### config.mk
export PLATFORM = sky130hd
export DESIGN_NAME = ldpc_dec_out_top
export DESIGN_NICKNAME = d
export VERILOG_FILES = /design/src/ldpc_dec_pkg.sv /design/src/ldpc_dec_sink_if.sv /design/src/ldpc_dec_out_ram.sv /design/src/ldpc_dec_sink_fsm.sv /design/src/ldpc_dec_sink_cnt.sv /design/src/ldpc_dec_sink_out.sv /design/src/ldpc_dec_out_top.sv
export SDC_FILE = /design/constraint.sdc
export NUM_CORES = 2
export LEC_CHECK = 0
export BUFFER_PORTS_ARGS = -buffer_cell sky130_fd_sc_hd__buf_2
export CAP_MARGIN = 20
export CORE_MARGIN = 2
export CORE_UTILIZATION = 30
export CTS_CLUSTER_DIAMETER = 200
export DETAILED_ROUTE_END_ITERATION = 8
export PLACE_DENSITY = 0.42
export SLEW_MARGIN = 15
export SYNTH_ARGS = -nofsm -noshare
export SYNTH_HDL_FRONTEND = slang
export SYNTH_SLANG_ARGS = --single-unit
### constraint.sdc
create_clock -name iclk -period 3.44 [get_ports iclk]
set_input_delay 0.516 -clock iclk [delete_from_list [all_inputs] [get_ports iclk]]
set_output_delay 0.516 -clock iclk [all_outputs]
set_load 0.005 [all_outputs]
### src/ldpc_dec_pkg.sv
`default_nettype none

package ldpc_dec_pkg;

  //----------------------------------------------------------------------
  // Widths
  //----------------------------------------------------------------------

  // One output word
  localparam int cDAT_W   = 8;
  // Output buffer banks and bank select
  localparam int cDAT_NUM = 2;
  localparam int cSEL_W   = $clog2(cDAT_NUM);

  // Error count and counted bits share one width
  localparam int cERR_W   = 16;
  localparam int cTAG_W   = 4;
  localparam int cNITER_W = 8;

  //----------------------------------------------------------------------
  // Code tables
  //----------------------------------------------------------------------

  // Words per column, by lifting index
  localparam int cZC_WORDS [4] = '{2, 3, 4, 6};
  localparam int cZC_MAX       = 6;
  // Systematic columns, by base graph
  localparam int cGR_COL [2]   = '{22, 10};
  localparam int cCOL_MAX      = 22;

  // Columns held in one bank, rounded up
  localparam int cCOL_IN_BLOCK = (cCOL_MAX + cDAT_NUM - 1) / cDAT_NUM;

  // In-bank address covers 11 columns of the widest lifting
  localparam int cADDR_W    = $clog2(cCOL_IN_BLOCK * cZC_MAX);
  localparam int cRAM_DEPTH = 2 ** cADDR_W;

  // Counter widths
  localparam int cZC_W  = $clog2(cZC_MAX);
  localparam int cCOL_W = $clog2(cCOL_MAX + 1);

  typedef logic [cDAT_W-1:0]  dat_t;
  typedef logic [cSEL_W-1:0]  sel_t;
  typedef logic [cADDR_W-1:0] addr_t;
  typedef logic [cERR_W-1:0]  err_t;
  typedef logic [cZC_W-1:0]   zc_t;
  typedef logic [cCOL_W-1:0]  col_t;

  // Code context of one frame
  typedef struct packed {
    logic       gr;
    logic [1:0] zc_idx;
  } code_ctx_t;

  // Frame metadata from the decoder
  typedef struct packed {
    logic [cTAG_W-1:0]   tag;
    logic                decfail;
    logic [cERR_W-1:0]   err;
    logic [cNITER_W-1:0] niter;
  } frame_meta_t;

endpackage

`default_nettype wire

### src/ldpc_dec_sink_if.sv
`timescale 1ns/1ps
`default_nettype none

interface ldpc_dec_sink_if;

  // One cycle, idle with buffer full
  logic start;
  // Read state and consumer request
  logic step;
  // Counters sit on the final word
  logic last;
  // Column count of the frame in work
  ldpc_dec_pkg::col_t col_lo;

  //----------------------------------------------------------------------
  // Views
  //----------------------------------------------------------------------

  modport fsm (output start, output step, input last);

  modport cnt (input start, input step, output last, output col_lo);

  modport out (input start, input step, input last, input col_lo);

endinterface

`default_nettype wire

### src/ldpc_dec_out_ram.sv
`timescale 1ns/1ps
`default_nettype none

module ldpc_dec_out_ram (
  input  logic                iclk,
  // Decoder write side
  input  logic                wr_en,
  input  ldpc_dec_pkg::sel_t  wr_bank,
  input  ldpc_dec_pkg::addr_t wr_addr,
  input  ldpc_dec_pkg::dat_t  wr_dat,
  // Sink read side, same address in all banks
  input  ldpc_dec_pkg::addr_t raddr,
  output ldpc_dec_pkg::dat_t  rdat [ldpc_dec_pkg::cDAT_NUM]
);

  // Address stage, first cycle of read latency
  ldpc_dec_pkg::addr_t raddr_r;

  always_ff @(posedge iclk) begin
    raddr_r <= raddr;
  end

  //----------------------------------------------------------------------
  // Banks
  //----------------------------------------------------------------------

  for (genvar b = 0; b < ldpc_dec_pkg::cDAT_NUM; b++) begin : g_bank
    ldpc_dec_pkg::dat_t mem [ldpc_dec_pkg::cRAM_DEPTH];
    ldpc_dec_pkg::dat_t rdat_q;

    always_ff @(posedge iclk) begin
      // One word per cycle into the addressed bank
      if (wr_en && (wr_bank == ldpc_dec_pkg::sel_t'(b))) begin
        mem[wr_addr] <= wr_dat;
      end
      // Output register, second cycle of latency
      rdat_q <= mem[raddr_r];
    end

    assign rdat[b] = rdat_q;
  end

endmodule

`default_nettype wire

### src/ldpc_dec_sink_fsm.sv
`timescale 1ns/1ps
`default_nettype none

module ldpc_dec_sink_fsm (
  input  logic                iclk,
  input  logic                ireset,
  // Registered dec_done flag
  input  logic                buf_full,
  input  logic                req,
  ldpc_dec_sink_if.fsm        ctl,
  output logic                full,
  output logic                frame_free
);

  typedef enum logic {
    st_idle,
    st_read
  } state_t;

  state_t state;
  logic   start_d;

  //----------------------------------------------------------------------
  // Strobes
  //----------------------------------------------------------------------

  assign ctl.start = (state == st_idle) & buf_full;
  assign ctl.step  = (state == st_read) & req;

  // Final word taken, buffer can be refilled
  assign frame_free = ctl.step & ctl.last;

  //----------------------------------------------------------------------
  // State
  //----------------------------------------------------------------------

  always_ff @(posedge iclk or posedge ireset) begin
    if (ireset) begin
      state <= st_idle;
    end else begin
      case (state)
        st_idle : state <= buf_full   ? st_read : st_idle;
        st_read : state <= frame_free ? st_idle : st_read;
        default : state <= st_idle;
      endcase
    end
  end

  // Full flag, start plus two cycles
  always_ff @(posedge iclk or posedge ireset) begin
    if (ireset) begin
      start_d <= 1'b0;
      full    <= 1'b0;
    end else begin
      start_d <= ctl.start;
      if (start_d) begin
        full <= 1'b1;
      end else if (frame_free) begin
        full <= 1'b0;
      end
    end
  end

endmodule

`default_nettype wire

### src/ldpc_dec_sink_cnt.sv
`timescale 1ns/1ps
`default_nettype none

module ldpc_dec_sink_cnt (
  input  logic                    iclk,
  input  logic                    ireset,
  input  ldpc_dec_pkg::code_ctx_t ctx,
  ldpc_dec_sink_if.cnt            ctl,
  output ldpc_dec_pkg::addr_t     raddr,
  output ldpc_dec_pkg::sel_t      rsel
);

  // Word in column and its last value
  ldpc_dec_pkg::zc_t  zc_cnt;
  ldpc_dec_pkg::zc_t  zc_m1;
  // Column in frame and its last value
  ldpc_dec_pkg::col_t col_cnt;
  ldpc_dec_pkg::col_t col_m1;
  // Column inside the current bank
  ldpc_dec_pkg::col_t bcol_cnt;

  logic zc_done;
  logic col_done;
  logic bcol_done;
  logic bank_wrap;

  //----------------------------------------------------------------------
  // Wrap points
  //----------------------------------------------------------------------

  assign zc_done   = (zc_cnt == zc_m1);
  assign col_done  = (col_cnt == col_m1);
  assign bcol_done = (bcol_cnt == ldpc_dec_pkg::col_t'(ldpc_dec_pkg::cCOL_IN_BLOCK - 1));
  // Last word of the last column in a bank
  assign bank_wrap = zc_done & bcol_done;

  assign ctl.last   = zc_done & col_done;
  // Columns of this graph, for bit counting
  assign ctl.col_lo = ldpc_dec_pkg::col_t'(ldpc_dec_pkg::cGR_COL[ctx.gr]);

  //----------------------------------------------------------------------
  // Counters and read address
  //----------------------------------------------------------------------

  always_ff @(posedge iclk or posedge ireset) begin
    if (ireset) begin
      zc_cnt   <= '0;
      zc_m1    <= '0;
      col_cnt  <= '0;
      col_m1   <= '0;
      bcol_cnt <= '0;
      raddr    <= '0;
      rsel     <= '0;
    end else if (ctl.start) begin
      // Frame sizes from the context
      zc_m1    <= ldpc_dec_pkg::zc_t'(ldpc_dec_pkg::cZC_WORDS[ctx.zc_idx] - 1);
      col_m1   <= ldpc_dec_pkg::col_t'(ldpc_dec_pkg::cGR_COL[ctx.gr] - 1);
      zc_cnt   <= '0;
      col_cnt  <= '0;
      bcol_cnt <= '0;
      raddr    <= '0;
      rsel     <= '0;
    end else if (ctl.step) begin
      zc_cnt <= zc_done ? '0 : zc_cnt + 1'b1;
      if (zc_done) begin
        col_cnt  <= col_cnt + 1'b1;
        bcol_cnt <= bcol_done ? '0 : bcol_cnt + 1'b1;
      end
      // Address runs through a bank, then the next bank
      raddr <= bank_wrap ? '0 : raddr + 1'b1;
      rsel  <= rsel + ldpc_dec_pkg::sel_t'(bank_wrap);
    end
  end

endmodule

`default_nettype wire

### src/ldpc_dec_sink_out.sv
`timescale 1ns/1ps
`default_nettype none

module ldpc_dec_sink_out (
  input  logic                      iclk,
  input  logic                      ireset,
  ldpc_dec_sink_if.out              ctl,
  input  ldpc_dec_pkg::code_ctx_t   ctx,
  input  ldpc_dec_pkg::frame_meta_t meta,
  input  ldpc_dec_pkg::sel_t        rsel,
  input  ldpc_dec_pkg::dat_t        rdat [ldpc_dec_pkg::cDAT_NUM],
  output logic                      sop,
  output logic                      eop,
  output logic                      val,
  output ldpc_dec_pkg::dat_t        dat,
  output logic [ldpc_dec_pkg::cTAG_W-1:0]   tag,
  output logic                              decfail,
  output ldpc_dec_pkg::err_t                err,
  output logic [ldpc_dec_pkg::cNITER_W-1:0] niter,
  output ldpc_dec_pkg::err_t                bitnum
);

  // Step to val, address, RAM and mux stages
  logic [2:0] val_sr;
  logic [2:0] eop_sr;
  logic       start_d;
  logic       sop_pend;

  ldpc_dec_pkg::sel_t        rsel_d [2];
  ldpc_dec_pkg::frame_meta_t meta_r;

  //----------------------------------------------------------------------
  // Strobes
  //----------------------------------------------------------------------

  always_ff @(posedge iclk or posedge ireset) begin
    if (ireset) begin
      val_sr   <= '0;
      eop_sr   <= '0;
      start_d  <= 1'b0;
      sop_pend <= 1'b0;
    end else begin
      val_sr  <= {val_sr[1:0], ctl.step};
      eop_sr  <= {eop_sr[1:0], ctl.step & ctl.last};
      start_d <= ctl.start;
      // Armed two cycles after start, dropped after first word
      if (start_d) begin
        sop_pend <= 1'b1;
      end else if (val_sr[2]) begin
        sop_pend <= 1'b0;
      end
    end
  end

  assign val = val_sr[2];
  assign eop = eop_sr[2];
  assign sop = sop_pend & val_sr[2];

  //----------------------------------------------------------------------
  // Data and metadata
  //----------------------------------------------------------------------

  always_ff @(posedge iclk) begin
    // Bank select follows the two RAM stages
    rsel_d[0] <= rsel;
    rsel_d[1] <= rsel_d[0];
    dat       <= rdat[rsel_d[1]];
    if (ctl.start) begin
      meta_r <= meta;
      // Columns x words x bits per word
      bitnum <= ldpc_dec_pkg::err_t'(int'(ctl.col_lo) * ldpc_dec_pkg::cZC_WORDS[ctx.zc_idx]
                                     * ldpc_dec_pkg::cDAT_W);
    end
  end

  assign tag     = meta_r.tag;
  assign decfail = meta_r.decfail;
  assign err     = meta_r.err;
  assign niter   = meta_r.niter;

endmodule

`default_nettype wire

### src/ldpc_dec_out_top.sv
`timescale 1ns/1ps
`default_nettype none

module ldpc_dec_out_top (
  input  logic                iclk,
  input  logic                ireset,
  // Decoder writes, one word each
  input  logic                wr_en,
  input  ldpc_dec_pkg::sel_t  wr_bank,
  input  ldpc_dec_pkg::addr_t wr_addr,
  input  ldpc_dec_pkg::dat_t  wr_dat,
  // Frame done with context and metadata, one cycle
  input  logic                dec_done,
  input  logic                dec_gr,
  input  logic [1:0]          dec_zc_idx,
  input  logic [ldpc_dec_pkg::cTAG_W-1:0]   dec_tag,
  input  logic                              dec_decfail,
  input  ldpc_dec_pkg::err_t                dec_err,
  input  logic [ldpc_dec_pkg::cNITER_W-1:0] dec_niter,
  // Consumer side
  input  logic                              req,
  output logic                              full,
  output logic                              frame_free,
  output logic                              sop,
  output logic                              eop,
  output logic                              val,
  output ldpc_dec_pkg::dat_t                dat,
  output logic [ldpc_dec_pkg::cTAG_W-1:0]   tag,
  output logic                              decfail,
  output ldpc_dec_pkg::err_t                err,
  output ldpc_dec_pkg::err_t                bitnum,
  output logic [ldpc_dec_pkg::cNITER_W-1:0] niter
);

  logic                      buf_full;
  ldpc_dec_pkg::code_ctx_t   ctx_r;
  ldpc_dec_pkg::frame_meta_t meta_r;
  ldpc_dec_pkg::addr_t       raddr;
  ldpc_dec_pkg::sel_t        rsel;
  ldpc_dec_pkg::dat_t        rdat [ldpc_dec_pkg::cDAT_NUM];

  ldpc_dec_sink_if ctl ();

  //----------------------------------------------------------------------
  // Frame handoff from decoder
  //----------------------------------------------------------------------

  // Set by the decoder, freed by the sink
  always_ff @(posedge iclk or posedge ireset) begin
    if (ireset) begin
      buf_full <= 1'b0;
    end else if (dec_done) begin
      buf_full <= 1'b1;
    end else if (frame_free) begin
      buf_full <= 1'b0;
    end
  end

  always_ff @(posedge iclk) begin
    if (dec_done) begin
      ctx_r.gr       <= dec_gr;
      ctx_r.zc_idx   <= dec_zc_idx;
      meta_r.tag     <= dec_tag;
      meta_r.decfail <= dec_decfail;
      meta_r.err     <= dec_err;
      meta_r.niter   <= dec_niter;
    end
  end

  //----------------------------------------------------------------------
  // Buffer and sink
  //----------------------------------------------------------------------

  ldpc_dec_out_ram out_ram (
    .iclk    (iclk),
    .wr_en   (wr_en),
    .wr_bank (wr_bank),
    .wr_addr (wr_addr),
    .wr_dat  (wr_dat),
    .raddr   (raddr),
    .rdat    (rdat)
  );

  ldpc_dec_sink_fsm sink_fsm (
    .iclk       (iclk),
    .ireset     (ireset),
    .buf_full   (buf_full),
    .req        (req),
    .ctl        (ctl.fsm),
    .full       (full),
    .frame_free (frame_free)
  );

  ldpc_dec_sink_cnt sink_cnt (
    .iclk   (iclk),
    .ireset (ireset),
    .ctx    (ctx_r),
    .ctl    (ctl.cnt),
    .raddr  (raddr),
    .rsel   (rsel)
  );

  ldpc_dec_sink_out sink_out (
    .iclk    (iclk),
    .ireset  (ireset),
    .ctl     (ctl.out),
    .ctx     (ctx_r),
    .meta    (meta_r),
    .rsel    (rsel),
    .rdat    (rdat),
    .sop     (sop),
    .eop     (eop),
    .val     (val),
    .dat     (dat),
    .tag     (tag),
    .decfail (decfail),
    .err     (err),
    .niter   (niter),
    .bitnum  (bitnum)
  );

endmodule

`default_nettype wire

* Word-level counts from Yosys, hierarchy flattened
Memories as Yosys holds them, arrays and structs flattened. A register that Yosys moved wholly into a read port is not among the register bits.
Cells that the tools add are included.
** Cells by class
- Shift-type cells :: 0
- $mul :: 1
- Equal/unequal tests :: 3
- Bitwise gates (word level) :: 11
- Add/subtract/negate cells :: 7
- Muxes and demuxes :: 36
- Order comparisons :: 3
- Reductions and logical operators :: 8
- Divide/modulo/power cells :: 0
** Operators by type and width (count)
- $bmux W32 S2 :: 1
- $mux W32 :: 2
- $mux W5 :: 10
- $mul A6 B32 Y13 :: 1
- $mux W8 :: 3
- $mux W7 :: 3
- $mux W1 :: 13
- $add A5 B1 Y5 const B :: 2
- $reduce_bool A2 Y1 :: 5
- $mux W3 :: 3
- $add A7 B1 Y7 const B :: 1
- $and A1 B1 Y1 :: 6
- $eq A5 B4 Y1 const B :: 1
- $eq A5 B5 Y1 :: 1
- $sub A5 B2 Y5 const B :: 1
- $ge A2 B2 Y1 const B :: 2
- $not A1 Y2 :: 2
- $add A3 B1 Y3 const B :: 1
- $eq A3 B3 Y1 :: 1
- $ge A3 B3 Y1 const B :: 1
- $not A2 Y3 :: 1
- $sub A3 B2 Y3 const B :: 1
- $logic_and A1 B1 Y1 :: 2
- $not A1 Y1 :: 2
- other kinds (3) :: 3
** Storage, ports and cells
- Register bits after elaboration :: 129
- Input port bits :: 53
- Latch bits :: 0
- Memories :: 3
- Memory bits (read-only) :: 0
- Word-level logic and storage cells :: 99
- RAM bits :: 2050
- Output and inout bits :: 58
** Memory list
- out_ram.g_bank[0].mem :: words 128, bits a word 8, read ports 1, clocked after memory_dff 1, write ports 1, line ldpc_dec_out_ram.sv:28 : ldpc_dec_pkg::dat_t mem [ldpc_dec_pkg::cRAM_DEPTH];
- out_ram.g_bank[1].mem :: words 128, bits a word 8, read ports 1, clocked after memory_dff 1, write ports 1, line ldpc_dec_out_ram.sv:28
- sink_out.rsel_d :: words 2, bits a word 1, read ports 2, clocked after memory_dff 0, write ports 2, line ldpc_dec_sink_out.sv:29 : ldpc_dec_pkg::sel_t rsel_d [2];

* Longest topological paths before layout
- Word-level depth :: 5
- Depth in mapped cells :: 10
- Mapped depth without buffers :: 10

* Modules after synthesis
From an unflattened synthesis, not the netlist that was laid out.
** Second synthesis, totals
- Cell total of the unflattened synthesis :: 3571
- Area, all modules :: 84006.8 um^2
** Modules (own cells, without submodules)
- ldpc_dec_out_ram :: cells each 3244, times used 1, area an instance 79209.7 um^2, seq. area each 61959.4 um^2
- ldpc_dec_sink_out :: cells each 137, times used 1, area an instance 2234.6 um^2, seq. area each 1541.5 um^2
- ldpc_dec_sink_cnt :: cells each 143, times used 1, area an instance 1432.6 um^2, seq. area each 675.6 um^2
- ldpc_dec_out_top :: cells each 36, times used 1, area an instance 1001.0 um^2, seq. area each 985.9 um^2
- ldpc_dec_sink_fsm :: cells each 11, times used 1, area an instance 128.9 um^2, seq. area each 75.1 um^2

* Worst setup path after synthesis
No wires, ideal clock.
- Kind :: flip-flop to flip-flop
- Start :: register out_ram.raddr_r[0]
- End :: register out_ram.g_bank[0].rdat_q[0], read port of out_ram.g_bank[0].mem
- Period minus slack after synthesis :: 2.776 ns
- Data arrival time :: 2.656 ns
- Path buffers :: 2
- Setup time :: 0.121 ns
- Slack :: 0.664 ns
- Required time :: 3.319 ns
- Cell stages (with the launch flop) :: 7
- Path through :: dfxtp_1 > buf_2 > buf_1 > mux4_2 > mux4_2 > mux4_2 > mux2_2
** RTL lines
- start: declaration :: line ldpc_dec_out_ram.sv:17 : ldpc_dec_pkg::addr_t raddr_r;
- start signal: assignment :: line ldpc_dec_out_ram.sv:20 : raddr_r <= raddr;
- end: declaration :: line ldpc_dec_out_ram.sv:29 : ldpc_dec_pkg::dat_t rdat_q;

==> impl_metrics.tcl <==
set metrics [dict create \
    stdcell_area_mm2 0.0996 \
    wl_per_cell_um 27.9 \
    ys_seq_elements 2188 \
    timing.final.hold_violations 0 \
    cts_buffer_depth 4 \
    status "finished clean" \
    fmax_mhz 304 \
    postCtsHoldBufs 34 \
    hpwlAfterDp_um 141000 \
    power_density_mw_per_mm2 729 \
    cts.htree.levels 4 \
    total_power_mw 72.6 \
    fill_cells 25300 \
    clkPwrFrac 0.336 \
    worstSetupPathType "flop to flop" \
    min_path_type "primary input to flop" \
    crit_top_cell "mux4_2" \
    setup_violations 0 \
    grt_use_total 0.156 \
    worstPathRequired_ps 4220 \
    drt_iter0_drc 3454 \
    crit_arrival_ps 4070 \
    vias 38200 \
    fin_ws_ps 153 \
    fin_setup_tns_ps 0 \
    initial_utilization 0.302 \
    multi_input_area_mm2 0.0176 \
    grt_overflow_total 0 \
    path_clk_slew_ps 60 \
    slowest_delay_ps 600 \
    synth.area.top_cells "edfxtp_1, mux4_2, nor2_1" \
    final_common_cell "edfxtp_1" \
    port_buffers 102 \
    p_seq_frac 0.419 \
    synth_top_area_frac 0.760 \
    rsz0062_at_grt "no" \
    drc_errors 0 \
    skew_ps 57.1 \
    gp_congestion 0.736 \
    synthFlopType "edfxtp_1" \
    max_slew.worst_pin.slew_ps 1020 \
    syn_area_mm2 0.0836 \
    finalHoldWorstSlack_ps 61.2 \
    cts_buffers 235 \
    maxCapViolCount 0 \
    drive_gt1_frac 0.360 \
    p_sw_frac 0.274 \
    synth_edf_count 2117 \
    crit_chain "buf_12, buf_12, mux4_2, mux4_2, mux4_2, mux2_2" \
    p_comb_frac 0.244 \
    cts_resized 0 \
    place_inst 7556 \
    crit_family "multiplexers" \
    fin_cells 8024 \
    grt_pass1_vias 40400 \
    ios 111 \
    period_share 0.956 \
    netlist_instances 3530 \
    ant_nets 0 \
    yosysSeqAreaShare 0.779 \
    post-place-ws_ps 103 \
    core_area_mm2 0.277 \
    synth_warnings 0 \
    grt_pass1_wl_um 316000 \
    first_pass_iters 9 \
    layout_common_cells "edfxtp_1, mux4_2, buf_4" \
    die_x_um 532 \
    antenna_found_initial 28 \
    die-area_mm2 0.283 \
    end_kind "flop" \
    vias_per_cell 4.76 \
    cts_tree "done" \
    p_int_mw 52.7 \
    min_period_ps 3290 \
    die_h_um 532 \
    syn_avg_cell_area_um2 23.7 \
    cts_root_buf "clkbuf_16" \
    clkLatencyLatePin_ps 890 \
    regArea_mm2 0.0652 \
    grt_start_max_net_pins 130 \
    ir_drop_uv 435 \
    postLayoutCoreUtil 0.360 \
    cp-start-kind "flop" \
    crit_fanout 29 \
    dpl_cell_area_mm2 0.0919 \
    cp_num_buf_inv 2 \
    yosysTopAreaCell "edfxtp_1" \
    drv_slew 0 \
    syn2layout_area_growth_pct 19.1 \
    finalNetCount 4196 \
    relSlewSlack 0.321 \
    crit_slowest_cell "mux4_2" \
    static-leakage-power_nw 31.2 \
    synth-async-reset-ratio 0.0174 \
    ys_types 41 \
    wirelength_um 224000 \
    cts.sinks 2188 \
    netSwitchingPower_mw 19.9 \
    num_rows 193 \
    post-cts-setup-buffer-count 0 \
]
power by group through the flow:
stage	Combinational (mW)	Clock (mW)	Sequential [mW]
global route	18.9	26.0	30.5
CTS	18.4	25.1	30.5
finish	17.7	24.4	30.4
global placement	18.3	0	31.0
floorplan	11.2	0	30.5
detailed placement	18.3	0	31.0
Yosys cell counts (all sizes together), types with 8 or more instances:
master / number
edfxtp: 2117
mux4: 672
nor2: 280
clkbuf: 99
buf: 96
nand2: 48
dfrtp: 38
dfxtp: 33
mux2: 25
ha: 19
xor2: 16
nand3: 12
o21ai: 9
inv: 8
logic make-up (layout without fill, tap and decap cells):
logic type,count (synthesis),in the layout,share of synthesized area
other,1,24,0.0000448
adder cells (fa/ha/maj),21,21,0.00332
AO/OA/AOI/OAI,27,27,0.00208
XOR/XNOR,18,18,0.00188
flip-flops,2188,2188,0.779
AND/OR/NAND/NOR,371,371,0.0180
multiplexers,700,700,0.185
buffers and inverters,204,970,0.0108
worst paths after layout:
kind / from / endpoint / slack, ps / cells past startpoint
hold / removal: wr_dat[7] / out_ram.g_bank[0].mem[10][7] / 60 / 1
setup / recovery: out_ram.raddr_r[0] / out_ram.g_bank[1].rdat_q[7] / 150 / 6
max in group asynchronous: ireset / sink_cnt.col_cnt[0] / 2520 / 5
setup reg to reg: out_ram.raddr_r[0] / out_ram.g_bank[1].rdat_q[7] / 150 / 6
hold reg to reg: sink_out.rsel_d[0][0] / sink_out.rsel_d[0][1] / 330 / 0
min in group asynchronous: ireset / sink_fsm.full / 250 / 3
routing by layer:
| layer | vias to the layer above | track usage | wire length, µm | share of wire |
|---|---|---|---|---|
| met5 | - | 0 | 41 | 0.00018 |
| li1 | 16200 | - | - | - |
| met3 | 312 | 0.0265 | 10900 | 0.049 |
| met1 | 20900 | 0.215 | 98400 | 0.44 |
| met4 | 6 | 0.0404 | 5380 | 0.024 |
| met2 | 885 | 0.256 | 109000 | 0.49 |
sequential cells by signal, summed over array words and instances (netlist names), 2 cells and up:
| register | flops |
|---|---|
| ctx_r | 3 |
| meta_r | 29 |
| out_ram.g_bank.mem | 2048 |
| out_ram.g_bank.rdat_q | 16 |
| out_ram.raddr_r | 7 |
| sink_cnt.bcol_cnt | 5 |
| sink_cnt.col_cnt | 5 |
| sink_cnt.col_m1 | 3 |
| sink_cnt.raddr | 7 |
| sink_cnt.zc_cnt | 3 |
| sink_cnt.zc_m1 | 3 |
| sink_out.bitnum | 8 |
| sink_out.dat | 8 |
| sink_out.eop_sr | 3 |
| sink_out.err | 16 |
| sink_out.niter | 8 |
| sink_out.rsel_d | 2 |
| sink_out.tag | 4 |
| sink_out.val_sr | 3 |
cell type report:
type	count	share of cell area
antenna	14	0.000352
multi-input combinational	1147	0.177
clock inverter	125	0.0102
tap	3705	0.0465
timing repair buffer	541	0.0474
inverter	9	0.000339
clock buffer	295	0.0636
sequential	2188	0.655
Power figures use the tool's default switching activity.
